===== src/logic/ctrlPkg.sv =====
package ctrlPkg;

  //////////////////////////////
  // Widths fixed by the ISA
  localparam int regAdrW = 5;                   // Register address
  localparam int instrW  = 32;                  // Instruction word

  //////////////////////////////
  // Encodings
  typedef enum logic [6:0] {
    opcLoad    = 7'b0000011,
    opcMiscMem = 7'b0001111,                    // Fence only
    opcOpImm   = 7'b0010011,
    opcAuipc   = 7'b0010111,
    opcStore   = 7'b0100011,
    opcOp      = 7'b0110011,                    // R-type and mul/div
    opcLui     = 7'b0110111,
    opcBranch  = 7'b1100011,
    opcJalr    = 7'b1100111,
    opcJal     = 7'b1101111,
    opcSystem  = 7'b1110011                     // CSR and privileged
  } opcodeE;

  typedef enum logic [2:0] {
    immI = 3'b000, immS = 3'b001, immB = 3'b010, immJ = 3'b011, immU = 3'b100
  } immSrcE;

  typedef enum logic [2:0] {
    resAlu = 3'b000, resMem = 3'b001, resCsr = 3'b010, resMdu = 3'b011
  } resultSrcE;

  // Same order as funct3 so ALU ops pass straight through
  typedef enum logic [2:0] {
    aluAdd, aluSll, aluSlt, aluSltu, aluXor, aluShr, aluOr, aluAnd
  } aluSelE;

  typedef enum logic [1:0] {
    fwdNone = 2'b00, fwdWb = 2'b01, fwdMem = 2'b10
  } forwardE;

  //////////////////////////////
  // Stage control words
  typedef struct packed {
    immSrcE              immSrc;
    logic                illegal;
    logic                jump;
    logic                branch;
    logic [regAdrW-1:0]  rs1;
    logic [regAdrW-1:0]  rs2;
    logic [1:0]          memRw;                 // {read, write}
    logic                csrRead;
  } decodeOutT;

  typedef struct packed {
    logic                regWrite;
    resultSrcE           resultSrc;
    logic [1:0]          memRw;                 // {read, write}
    logic                jump;
    logic                branch;
    logic                aluSrcA;               // PC instead of rs1
    logic                aluSrcB;               // Immediate instead of rs2
    logic                aluResultSrc;          // Pass immediate or link value
    logic                csrRead;
    logic                csrWrite;
    logic                privileged;            // ecall ebreak mret
    logic [2:0]          funct3;
    logic                subArith;              // sub sra slt sltu
    logic                mdu;
    aluSelE              aluSel;
    logic                valid;
  } execCtrlT;

  typedef struct packed {
    execCtrlT            ctrl;
    logic                branchSigned;
    logic                pcSrc;                 // Redirect fetch
    logic                intDiv;
    logic [regAdrW-1:0]  rs2;
    logic [regAdrW-1:0]  rd;
  } execOutT;

  typedef struct packed {
    logic                regWrite;
    resultSrcE           resultSrc;
    logic [1:0]          memRw;
    logic                csrRead;
    logic                csrWrite;
    logic                privileged;
    logic [2:0]          funct3;
    logic                intDiv;
    logic                valid;
    logic [regAdrW-1:0]  rd;
  } memCtrlT;

  typedef struct packed {
    logic                regWrite;
    resultSrcE           resultSrc;
    logic                intDiv;
    logic [regAdrW-1:0]  rd;
  } wbCtrlT;

  typedef struct packed {
    forwardE             forwardA;
    forwardE             forwardB;
    logic                loadStall;
    logic                storeStall;
    logic                structuralStall;
  } hazardOutT;

endpackage


===== src/logic/controller.sv =====
module controller (
  input  logic                       clk,
  input  logic                       arstN,
  input  logic [ctrlPkg::instrW-1:0] InstrD,
  input  logic                       IllegalIeuInstrD,
  input  logic                       StallD,
  input  logic                       FlushD,
  input  logic                       StallE,
  input  logic                       FlushE,
  input  logic                       StallM,
  input  logic                       FlushM,
  input  logic                       StallW,
  input  logic                       FlushW,
  input  logic [1:0]                 FlagsE,        // {equal, less-than}
  output ctrlPkg::decodeOutT         decodeOut,
  output logic                       InstrValidD,
  output ctrlPkg::execOutT           execOut,
  output ctrlPkg::memCtrlT           memOut,
  output ctrlPkg::wbCtrlT            wbOut,
  output ctrlPkg::hazardOutT         hazardOut,
  output logic                       CsrWriteFenceM
);

  ctrlPkg::execCtrlT           decodedCtrl;         // Decoder to Execute register
  logic [ctrlPkg::regAdrW-1:0] rdD;
  logic [ctrlPkg::regAdrW-1:0] rs1E;                // For forwarding A

  //////////////////////////////
  // Decode
  instrDecode instrDecodeInst (
    .InstrD, .IllegalIeuInstrD, .decodeOut, .decodedCtrl, .rdD
  );

  //////////////////////////////
  // Pipeline stages
  executeStage executeStageInst (
    .clk, .arstN, .StallD, .FlushD, .StallE, .FlushE,
    .decodedCtrl,
    .rs1D(decodeOut.rs1),
    .rs2D(decodeOut.rs2),
    .rdD,
    .FlagsE, .InstrValidD, .execOut, .rs1E
  );

  memWbStage memWbStageInst (
    .clk, .arstN, .StallM, .FlushM, .StallW, .FlushW,
    .execOut, .memOut, .wbOut, .CsrWriteFenceM
  );

  //////////////////////////////
  // Forwarding and stalls
  hazardUnit hazardUnitInst (
    .decodeOut, .execOut, .rs1E, .memOut, .wbOut, .hazardOut
  );

endmodule


===== src/logic/executeStage.sv =====
module executeStage (
  input  logic                        clk,
  input  logic                        arstN,
  input  logic                        StallD,
  input  logic                        FlushD,
  input  logic                        StallE,
  input  logic                        FlushE,
  input  ctrlPkg::execCtrlT           decodedCtrl,  // Word from the decoder
  input  logic [ctrlPkg::regAdrW-1:0] rs1D,
  input  logic [ctrlPkg::regAdrW-1:0] rs2D,
  input  logic [ctrlPkg::regAdrW-1:0] rdD,
  input  logic [1:0]                  FlagsE,       // {equal, less-than}
  output logic                        InstrValidD,
  output ctrlPkg::execOutT            execOut,
  output logic [ctrlPkg::regAdrW-1:0] rs1E          // Only the hazard unit needs it
);

  ctrlPkg::execCtrlT           ctrlNextE, ctrlE;
  logic [ctrlPkg::regAdrW-1:0] rs2E, rdE;
  logic                        eqE, ltE;
  logic                        branchFlagE, branchTakenE;

  // Decode holds a real instruction once it has been loaded and not flushed
  always_ff @(posedge clk or negedge arstN) begin
    if (!arstN)
      InstrValidD <= 1'b0;
    else if (FlushD | !StallD)
      InstrValidD <= !FlushD;                         // Flush wins over load
  end

  always_comb begin
    ctrlNextE       = decodedCtrl;
    ctrlNextE.valid = InstrValidD;                    // Carry Decode validity along
  end

  //////////////////////////////
  // Execute register
  always_ff @(posedge clk or negedge arstN) begin
    if (!arstN) begin
      ctrlE <= '0;
      rs1E  <= '0;
      rs2E  <= '0;
      rdE   <= '0;
    end else if (FlushE | !StallE) begin            // Stall holds everything
      ctrlE <= FlushE ? '0 : ctrlNextE;
      rs1E  <= FlushE ? '0 : rs1D;
      rs2E  <= FlushE ? '0 : rs2D;
      rdE   <= FlushE ? '0 : rdD;
    end
  end

  //////////////////////////////
  // Branch resolution
  assign {eqE, ltE}   = FlagsE;
  assign branchFlagE  = ctrlE.funct3[2] ? ltE : eqE;       // blt bge bltu bgeu look at lt
  assign branchTakenE = branchFlagE ^ ctrlE.funct3[0];     // bne bge bgeu invert

  assign execOut = '{ctrl:         ctrlE,
                     branchSigned: ctrlE.branch & (ctrlE.funct3[2:1] != 2'b11),
                     pcSrc:        ctrlE.jump | (ctrlE.branch & branchTakenE),
                     intDiv:       ctrlE.mdu & ctrlE.funct3[2],  // div divu rem remu
                     rs2:          rs2E,
                     rd:           rdE};

endmodule


===== src/logic/hazardUnit.sv =====
module hazardUnit (
  input  ctrlPkg::decodeOutT          decodeOut,
  input  ctrlPkg::execOutT            execOut,
  input  logic [ctrlPkg::regAdrW-1:0] rs1E,
  input  ctrlPkg::memCtrlT            memOut,
  input  ctrlPkg::wbCtrlT             wbOut,
  output ctrlPkg::hazardOutT          hazardOut
);

  logic matchDE;                                  // Decode source hits Execute rd
  logic loadStallD, storeStallD, csrRdStallD, mduStallD;

  // Memory result is younger so it takes priority over Writeback
  function automatic ctrlPkg::forwardE fwdSel(input logic [ctrlPkg::regAdrW-1:0] src,
                                              input ctrlPkg::memCtrlT            mem,
                                              input ctrlPkg::wbCtrlT             wb);
    fwdSel = ctrlPkg::fwdNone;
    if (src != '0) begin                          // x0 is never forwarded
      if (src == mem.rd && mem.regWrite)
        fwdSel = ctrlPkg::fwdMem;
      else if (src == wb.rd && wb.regWrite)
        fwdSel = ctrlPkg::fwdWb;
    end
  endfunction

  //////////////////////////////
  // Structural stalls
  assign matchDE = ((decodeOut.rs1 == execOut.rd) | (decodeOut.rs2 == execOut.rd))
                   & (execOut.rd != '0);
  assign loadStallD  = execOut.ctrl.memRw[1] & matchDE;          // Load data not ready yet
  assign storeStallD = decodeOut.memRw[1] & execOut.ctrl.memRw[0]; // Load right behind a store
  assign csrRdStallD = execOut.ctrl.csrRead & matchDE;
  assign mduStallD   = execOut.ctrl.mdu & matchDE;                // Multicycle result

  assign hazardOut = '{forwardA:        fwdSel(rs1E, memOut, wbOut),
                       forwardB:        fwdSel(execOut.rs2, memOut, wbOut),
                       loadStall:       loadStallD,
                       storeStall:      storeStallD,
                       structuralStall: loadStallD | storeStallD | csrRdStallD | mduStallD};

endmodule


===== src/logic/instrDecode.sv =====
module instrDecode (
  input  logic [ctrlPkg::instrW-1:0]  InstrD,            // Instruction in Decode
  input  logic                        IllegalIeuInstrD,  // Flagged illegal upstream
  output ctrlPkg::decodeOutT          decodeOut,         // Decode-stage results
  output ctrlPkg::execCtrlT           decodedCtrl,       // Control word for Execute
  output logic [ctrlPkg::regAdrW-1:0] rdD                // Destination register
);

  ctrlPkg::opcodeE             opD;
  logic [2:0]                  funct3D;
  logic [6:0]                  funct7D;
  logic [ctrlPkg::regAdrW-1:0] rs1D, rs2D;
  logic                        funct7ZeroD, funct7b5D;
  logic                        iFunctD, rFunctD, mFunctD, lFunctD, sFunctD;
  logic                        bFunctD, jrFunctD, fenceFunctD, pFunctD, csrFunctD;
  logic                        subD, sraD, sltD, sltuD;
  logic                        aluOpD;                   // Op uses funct3 for the ALU
  logic                        illegalD;
  ctrlPkg::immSrcE             immSrcD;
  ctrlPkg::execCtrlT           ctrlD;

  // Fields
  assign opD     = ctrlPkg::opcodeE'(InstrD[6:0]);
  assign funct3D = InstrD[14:12];
  assign funct7D = InstrD[31:25];
  assign rs1D    = InstrD[19:15];
  assign rs2D    = InstrD[24:20];
  assign rdD     = InstrD[11:7];

  //////////////////////////////
  // Exact funct checks per class
  assign funct7ZeroD = (funct7D == 7'b0000000);
  assign funct7b5D   = (funct7D == 7'b0100000);  // sub or sra
  assign iFunctD     = (funct3D == 3'b001) ? funct7ZeroD :
                       (funct3D == 3'b101) ? (funct7ZeroD | funct7b5D) : 1'b1;
  assign rFunctD     = funct7ZeroD | (funct7b5D & (funct3D == 3'b000 | funct3D == 3'b101));
  assign mFunctD     = (funct7D == 7'b0000001);
  assign lFunctD     = (funct3D != 3'b011) & (funct3D[2:1] != 2'b11); // lb lh lw lbu lhu
  assign sFunctD     = ~funct3D[2] & (funct3D[1:0] != 2'b11);         // sb sh sw
  assign bFunctD     = (funct3D[2:1] != 2'b01);
  assign jrFunctD    = (funct3D == 3'b000);
  assign fenceFunctD = (funct3D == 3'b000);
  assign pFunctD     = (funct3D == 3'b000) & (rdD == '0);
  assign csrFunctD   = (funct3D[1:0] != 2'b00);

  // ALU op qualifiers
  assign sltD  = (funct3D == 3'b010);
  assign sltuD = (funct3D == 3'b011);
  assign subD  = (funct3D == 3'b000) & funct7D[5] & InstrD[5]; // Bit 5 splits sub from addi
  assign sraD  = (funct3D == 3'b101) & funct7D[5];

  //////////////////////////////
  // Main decoder
  always_comb begin
    ctrlD    = '0;
    immSrcD  = ctrlPkg::immI;
    aluOpD   = 1'b0;
    illegalD = 1'b1;                                      // Cleared by a legal match
    case (opD)
      ctrlPkg::opcLoad: if (lFunctD) begin
        illegalD        = 1'b0;
        ctrlD.regWrite  = 1'b1;
        ctrlD.aluSrcB   = 1'b1;                           // Base plus offset
        ctrlD.memRw     = 2'b10;
        ctrlD.resultSrc = ctrlPkg::resMem;
      end
      ctrlPkg::opcMiscMem: if (fenceFunctD) begin
        illegalD = 1'b0;                                  // Fence is a no-op here
      end
      ctrlPkg::opcOpImm: if (iFunctD) begin
        illegalD       = 1'b0;
        ctrlD.regWrite = 1'b1;
        ctrlD.aluSrcB  = 1'b1;
        aluOpD         = 1'b1;
      end
      ctrlPkg::opcAuipc: begin
        illegalD       = 1'b0;
        immSrcD        = ctrlPkg::immU;
        ctrlD.regWrite = 1'b1;
        ctrlD.aluSrcA  = 1'b1;                            // PC plus upper immediate
        ctrlD.aluSrcB  = 1'b1;
      end
      ctrlPkg::opcStore: if (sFunctD) begin
        illegalD      = 1'b0;
        immSrcD       = ctrlPkg::immS;
        ctrlD.aluSrcB = 1'b1;
        ctrlD.memRw   = 2'b01;
      end
      ctrlPkg::opcOp: if (rFunctD) begin
        illegalD       = 1'b0;
        ctrlD.regWrite = 1'b1;
        aluOpD         = 1'b1;
      end else if (mFunctD) begin
        illegalD        = 1'b0;
        ctrlD.regWrite  = 1'b1;
        ctrlD.resultSrc = ctrlPkg::resMdu;
        ctrlD.mdu       = 1'b1;
      end
      ctrlPkg::opcLui: begin
        illegalD           = 1'b0;
        immSrcD            = ctrlPkg::immU;
        ctrlD.regWrite     = 1'b1;
        ctrlD.aluSrcB      = 1'b1;
        ctrlD.aluResultSrc = 1'b1;                        // Immediate goes straight out
      end
      ctrlPkg::opcBranch: if (bFunctD) begin
        illegalD      = 1'b0;
        immSrcD       = ctrlPkg::immB;
        ctrlD.aluSrcA = 1'b1;                             // Target is PC plus offset
        ctrlD.aluSrcB = 1'b1;
        ctrlD.branch  = 1'b1;
      end
      ctrlPkg::opcJalr: if (jrFunctD) begin
        illegalD           = 1'b0;
        ctrlD.regWrite     = 1'b1;
        ctrlD.aluSrcB      = 1'b1;
        ctrlD.jump         = 1'b1;
        ctrlD.aluResultSrc = 1'b1;                        // Link address
      end
      ctrlPkg::opcJal: begin
        illegalD           = 1'b0;
        immSrcD            = ctrlPkg::immJ;
        ctrlD.regWrite     = 1'b1;
        ctrlD.aluSrcA      = 1'b1;
        ctrlD.aluSrcB      = 1'b1;
        ctrlD.jump         = 1'b1;
        ctrlD.aluResultSrc = 1'b1;
      end
      ctrlPkg::opcSystem: if (pFunctD) begin
        illegalD         = 1'b0;
        ctrlD.privileged = 1'b1;                          // ecall ebreak mret
      end else if (csrFunctD) begin
        illegalD        = 1'b0;
        ctrlD.regWrite  = 1'b1;
        ctrlD.csrRead   = 1'b1;
        ctrlD.resultSrc = ctrlPkg::resCsr;
      end
      default: illegalD = 1'b1;                           // Opcode outside RV32IM and Zicsr
    endcase

    ctrlD.funct3   = funct3D;
    ctrlD.subArith = aluOpD & (subD | sraD | sltD | sltuD);
    ctrlD.aluSel   = aluOpD ? ctrlPkg::aluSelE'(funct3D) : ctrlPkg::aluAdd;
    // Set or clear with x0 or a zero uimm only reads the CSR
    ctrlD.csrWrite = ctrlD.csrRead & ~(funct3D[1] & (rs1D == '0));

    if (IllegalIeuInstrD) begin                           // Squash the whole word
      ctrlD   = '0;
      immSrcD = ctrlPkg::immI;
    end
  end

  assign decodedCtrl = ctrlD;                             // valid is set by the Execute register
  assign decodeOut   = '{immSrc: immSrcD, illegal: illegalD, jump: ctrlD.jump,
                         branch: ctrlD.branch, rs1: rs1D, rs2: rs2D,
                         memRw: ctrlD.memRw, csrRead: ctrlD.csrRead};

endmodule


===== src/logic/memWbStage.sv =====
module memWbStage (
  input  logic              clk,
  input  logic              arstN,
  input  logic              StallM,
  input  logic              FlushM,
  input  logic              StallW,
  input  logic              FlushW,
  input  ctrlPkg::execOutT  execOut,
  output ctrlPkg::memCtrlT  memOut,
  output ctrlPkg::wbCtrlT   wbOut,
  output logic              CsrWriteFenceM       // Younger stages must refetch
);

  ctrlPkg::memCtrlT memNextM;
  ctrlPkg::wbCtrlT  wbNextW;

  // Keep only what Memory still needs
  assign memNextM = '{regWrite:   execOut.ctrl.regWrite,
                      resultSrc:  execOut.ctrl.resultSrc,
                      memRw:      execOut.ctrl.memRw,
                      csrRead:    execOut.ctrl.csrRead,
                      csrWrite:   execOut.ctrl.csrWrite,
                      privileged: execOut.ctrl.privileged,
                      funct3:     execOut.ctrl.funct3,
                      intDiv:     execOut.intDiv,
                      valid:      execOut.ctrl.valid,
                      rd:         execOut.rd};

  assign wbNextW = '{regWrite:  memOut.regWrite,
                     resultSrc: memOut.resultSrc,
                     intDiv:    memOut.intDiv,
                     rd:        memOut.rd};

  //////////////////////////////
  // Memory and Writeback registers
  always_ff @(posedge clk or negedge arstN) begin
    if (!arstN)
      memOut <= '0;
    else if (FlushM | !StallM)
      memOut <= FlushM ? '0 : memNextM;          // Flush zeroes, stall holds
  end

  always_ff @(posedge clk or negedge arstN) begin
    if (!arstN)
      wbOut <= '0;
    else if (FlushW | !StallW)
      wbOut <= FlushW ? '0 : wbNextW;
  end

  assign CsrWriteFenceM = memOut.csrWrite;

endmodule


===== config.mk =====
export PLATFORM = sky130hd
export DESIGN_NAME = controller
export DESIGN_NICKNAME = d
export VERILOG_FILES = /design/src/logic/ctrlPkg.sv /design/src/logic/controller.sv /design/src/logic/executeStage.sv /design/src/logic/hazardUnit.sv /design/src/logic/instrDecode.sv /design/src/logic/memWbStage.sv
export SDC_FILE = /design/constraint.sdc
export NUM_CORES = 1
export LEC_CHECK = 0
export BUFFER_PORTS_ARGS = -buffer_cell sky130_fd_sc_hd__buf_2
export CAP_MARGIN = 20
export CELL_PAD_IN_SITES_DETAIL_PLACEMENT = 0
export CELL_PAD_IN_SITES_GLOBAL_PLACEMENT = 1
export CORE_MARGIN = 2
export CORE_UTILIZATION = 37
export DETAILED_ROUTE_END_ITERATION = 12
export HOLD_SLACK_MARGIN = 0.06
export PLACE_DENSITY_LB_ADDON = 0.1
export SKIP_CTS_REPAIR_TIMING = 1
export SKIP_LAST_GASP = 1
export SLEW_MARGIN = 20
export SYNTH_ARGS = -nofsm -noshare
export SYNTH_HDL_FRONTEND = slang
export SYNTH_SLANG_ARGS = --single-unit

===== constraint.sdc =====
create_clock -name clk -period 2.3 [get_ports clk]
set_input_delay 0.115 -clock clk [delete_from_list [all_inputs] [get_ports clk]]
set_output_delay 0.115 -clock clk [all_outputs]
set_load 0.01 [all_outputs]

==> results.json <==
{
  "arrival_ns": 2.07,
  "finalMaxSlewViolations": 0,
  "switching_share_pct": 26.5,
  "avgSynthCellArea_um2": 9.61,
  "min_to": "executeStageInst.rdE[2]$_DFFE_PN0P_",
  "fmax_mhz": 458,
  "start_util_pct": 38.0,
  "design_power_total_mw": 2.56,
  "power.density_nw_per_um2": 550,
  "rr_endpoint": "executeStageInst.InstrValidD$_DFFE_PN0P_",
  "fillers": 984,
  "synth-xor-area-share_pct": 7.34,
  "slowest_delay_ns": 0.53,
  "synth-seq-cells": 65,
  "numCtsBuffers": 9,
  "crit_type": "input pin to output port",
  "dieArea_um2": 10800,
  "drc": 0,
  "grt_pass1_vias": 3108,
  "crit_buf_inv": 3,
  "internal_power_mw": 1.88,
  "dominantRegCellSynth": "dfrtp_1",
  "drtIter0Drc": 101,
  "clkPwrFrac_pct": 38.5,
  "r2r_slack_ns": 1.08,
  "cts_root_buf": "clkbuf_8",
  "setup_viol": 0,
  "status": "finished clean",
  "timing.setup.tns_ns": 0,
  "grt_setup_unrepaired": "false",
  "antenna_found_initial": 0,
  "cts_max_path_buffers": 2,
  "wl_per_cell_um": 16.2,
  "track_usage_pct": 19.8,
  "hold_depth": 3,
  "finalWirelength_mm": 10.4,
  "synth.distinct_cells": 54,
  "antenna_left": 0,
  "port_buffers": 134,
  "nets": 550,
  "fin_ws_ns": 0.116,
  "io_pins": 138,
  "overflow": 0,
  "critPathSlowestCell": "dlygate4sd3_1",
  "min_from": "InstrD[9]",
  "slew_headroom_pct": 62.9,
  "cts_tree": "built",
  "peakVddDrop_mv": 0.279,
  "p_comb_share_pct": 14.2,
  "cts_sinks": 65,
  "synth.mux.area_fraction_pct": 12.2,
  "tightest_slew_ns": 0.557,
  "die_h_um": 104,
  "clock_skew_ns": 0.0106,
  "power_leakage_nw": 2.50,
  "area_growth_syn_to_layout_pct": 25.5,
  "vias": 3230,
  "end_kind": "output port",
  "drive_gt1_share_pct": 31.6,
  "worstSetupStartpoint": "InstrD[11]",
  "crit_path_start_kind": "input pin",
  "synth-adder-area-share_pct": 0,
  "grt_pass1_wl_mm": 17.0,
  "synth-edff-count": 0,
  "maxCapViolCount": 0,
  "path_cells": "dlygate4sd3_1 -> buf_2 -> nor4_1 -> nand2_1 -> a31oi_1 -> o21ai_0 -> a2111o_1 -> buf_2",
  "drt-vias-per-instance": 5.02,
  "diodes": 0,
  "grt_max_degree": 31,
  "crit_top_cell": "buf_2",
  "ys_async_sr_fraction_pct": 100,
  "finalCritPeriodShare_pct": 95.0,
  "clk_latency_ns": 0.33,
  "yosysSeqAreaShare_pct": 44.0,
  "fin_crit_ns": 2.18,
  "fp.dieW_um": 104,
  "hold_ws_ns": 0.0468,
  "synth_area_um2": 3700,
  "coreArea_um2": 9730,
  "htree_levels": 3,
  "clk_pin_slew_ns": 0.06,
  "timing.rr.start": "executeStageInst.InstrValidD$_DFFE_PN0P_",
  "hpwl_mm": 8.09,
  "drtPass1Iterations": 4,
  "p_seq_share_pct": 47.3,
  "synthSimpleGateAreaFrac_pct": 17.5,
  "place_congestion": 0.872,
  "hold_class": "input pin to register",
  "switching_power_mw": 0.676,
  "path_delay_family": "buffers and inverters",
  "crit_fanout": 2,
  "synthCells": 385,
  "synth-compound-area-share_pct": 12.1,
  "finalHoldViolations": 0,
  "rows": 36,
  "worstRegToRegCells": 3,
  "place_ws_ns": 0.428,
  "yosys_warnings": 0,
  "synth_top_family_by_area": "simple AND/OR/NAND/NOR gates",
  "cp.required_ns": 2.18
}
==> sequential cells by signal, indices dropped and copies added, names as in the netlist <==
signal and cells:
executeStageInst.execOut 22, memWbStageInst.wbOut 9, executeStageInst.rs1E 5, memWbStageInst.memOut 17, executeStageInst.rdE 5, executeStageInst.InstrValidD 1
memWbStageInst.CsrWriteFenceM 1, executeStageInst.rs2E 5
==> synth_stat cells, drive strengths merged (2+ instances only) <==
cell type | count | area, um2
buf | 22 | 150
and3 | 2 | 12.5
nand2 | 19 | 71.3
a211oi | 3 | 22.5
nand3 | 8 | 40.0
a31oi | 2 | 12.5
nand4 | 4 | 25.0
o2111ai | 2 | 17.5
dfrtp | 65 | 1630
nor4 | 7 | 43.8
o21ai | 14 | 70.1
nor4b | 2 | 17.5
nor2 | 59 | 221
a21oi | 10 | 53.8
a22o | 9 | 78.8
mux2i | 45 | 450
a21o | 4 | 30.0
xnor2 | 15 | 131
nor2b | 3 | 18.8
nand4b | 3 | 26.3
xor2 | 16 | 140
or4 | 4 | 33.8
nor3 | 12 | 60.1
nand2b | 3 | 18.8
o31ai | 2 | 15.0
clkbuf | 18 | 67.6
inv | 9 | 33.8
o41ai | 3 | 45.1
a21boi | 2 | 15.0
==> routing by layer <==
layer  up-vias  part of all wire, %  global-route usage, %
met1      1544                   46                   26.2
met3         6                  4.6                   3.38
met5         -                    0                      0
met2        90                   48                   32.6
li1       1590                    -                      -
met4         0                  1.0                   7.53
==> worst min-delay path, delay by kind of cell <==
| family | cells | cell delay [ns] |
|---|---|---|
| AND/OR/NAND/NOR | 1 | 0.08 |
| buffers and inverters | 1 | 0.09 |
| multiplexers | 1 | 0.06 |
==> layout by cell type (no fill, tap or decap), drive strengths merged, types with 7 or more instances in the layout <==
master  count
buf       142
dfrtp      65
nor2       59
mux2i      45
nand2      19
xor2       16
xnor2      15
o21ai      14
nor3       12
clkbuf     12
a21oi      10
a22o        9
inv         9
nand3       8
nor4        7
==> power groups by stage <==
| stage | Clock, mW | Combinational [mW] | Sequential (mW) |
|---|---|---|---|
| detailed placement | 0 | 0.361 | 1.23 |
| CTS | 1.01 | 0.362 | 1.21 |
| global placement | 0 | 0.357 | 1.23 |
| floorplan | 0 | 0.217 | 1.23 |
| finish | 0.983 | 0.363 | 1.21 |
| global route | 1.06 | 0.404 | 1.21 |
==> stage by stage <==
stage               instance area, um2  cells  util (%)
floorplan                         3710    387         -
global placement                  4390    622      45.1
detailed placement                4390    622      45.1
CTS                               4590    638      47.2
global route                      4640    643      47.7
finish                            4640    643      47.7
==> logic make-up after synthesis <==
kind of cell	after synthesis
AOI/OAI and AO/OA	61
xor gates and xnor gates	31
buffers and inverters	49
DFF	65
muxes	45
other	1
and+or+nand+nor	133
==> worst max path at each step <==
| stage | end | slack [ns] | depth (start not counted) |
|---|---|---|---|
| 2_1_floorplan | decodeOut[15] | 0.58 | 5 |
| 3_3_place_gp | decodeOut[15] | 0.46 | 6 |
| 3_5_place_dp | decodeOut[15] | 0.43 | 6 |
| 4_1_cts | hazardOut[0] | 0.25 | 4 |
| 5_1_grt | decodeOut[15] | 0.01 | 8 |
| 6_report | decodeOut[15] | 0.12 | 8 |
==> layout make-up <==
class / instances / area (um2) / share of cell area (%)
inverters: 9 / 33.8 / 0.728
multi-input cells: 273 / 1830 / 39.4
clock buffers: 12 / 155 / 3.34
repair buffers: 147 / 781 / 16.8
well taps: 133 / 166 / 3.58
clock inverters: 4 / 51.3 / 1.10
flip-flops and latches: 65 / 1630 / 35.0
(Power assumes the default switching activity.)
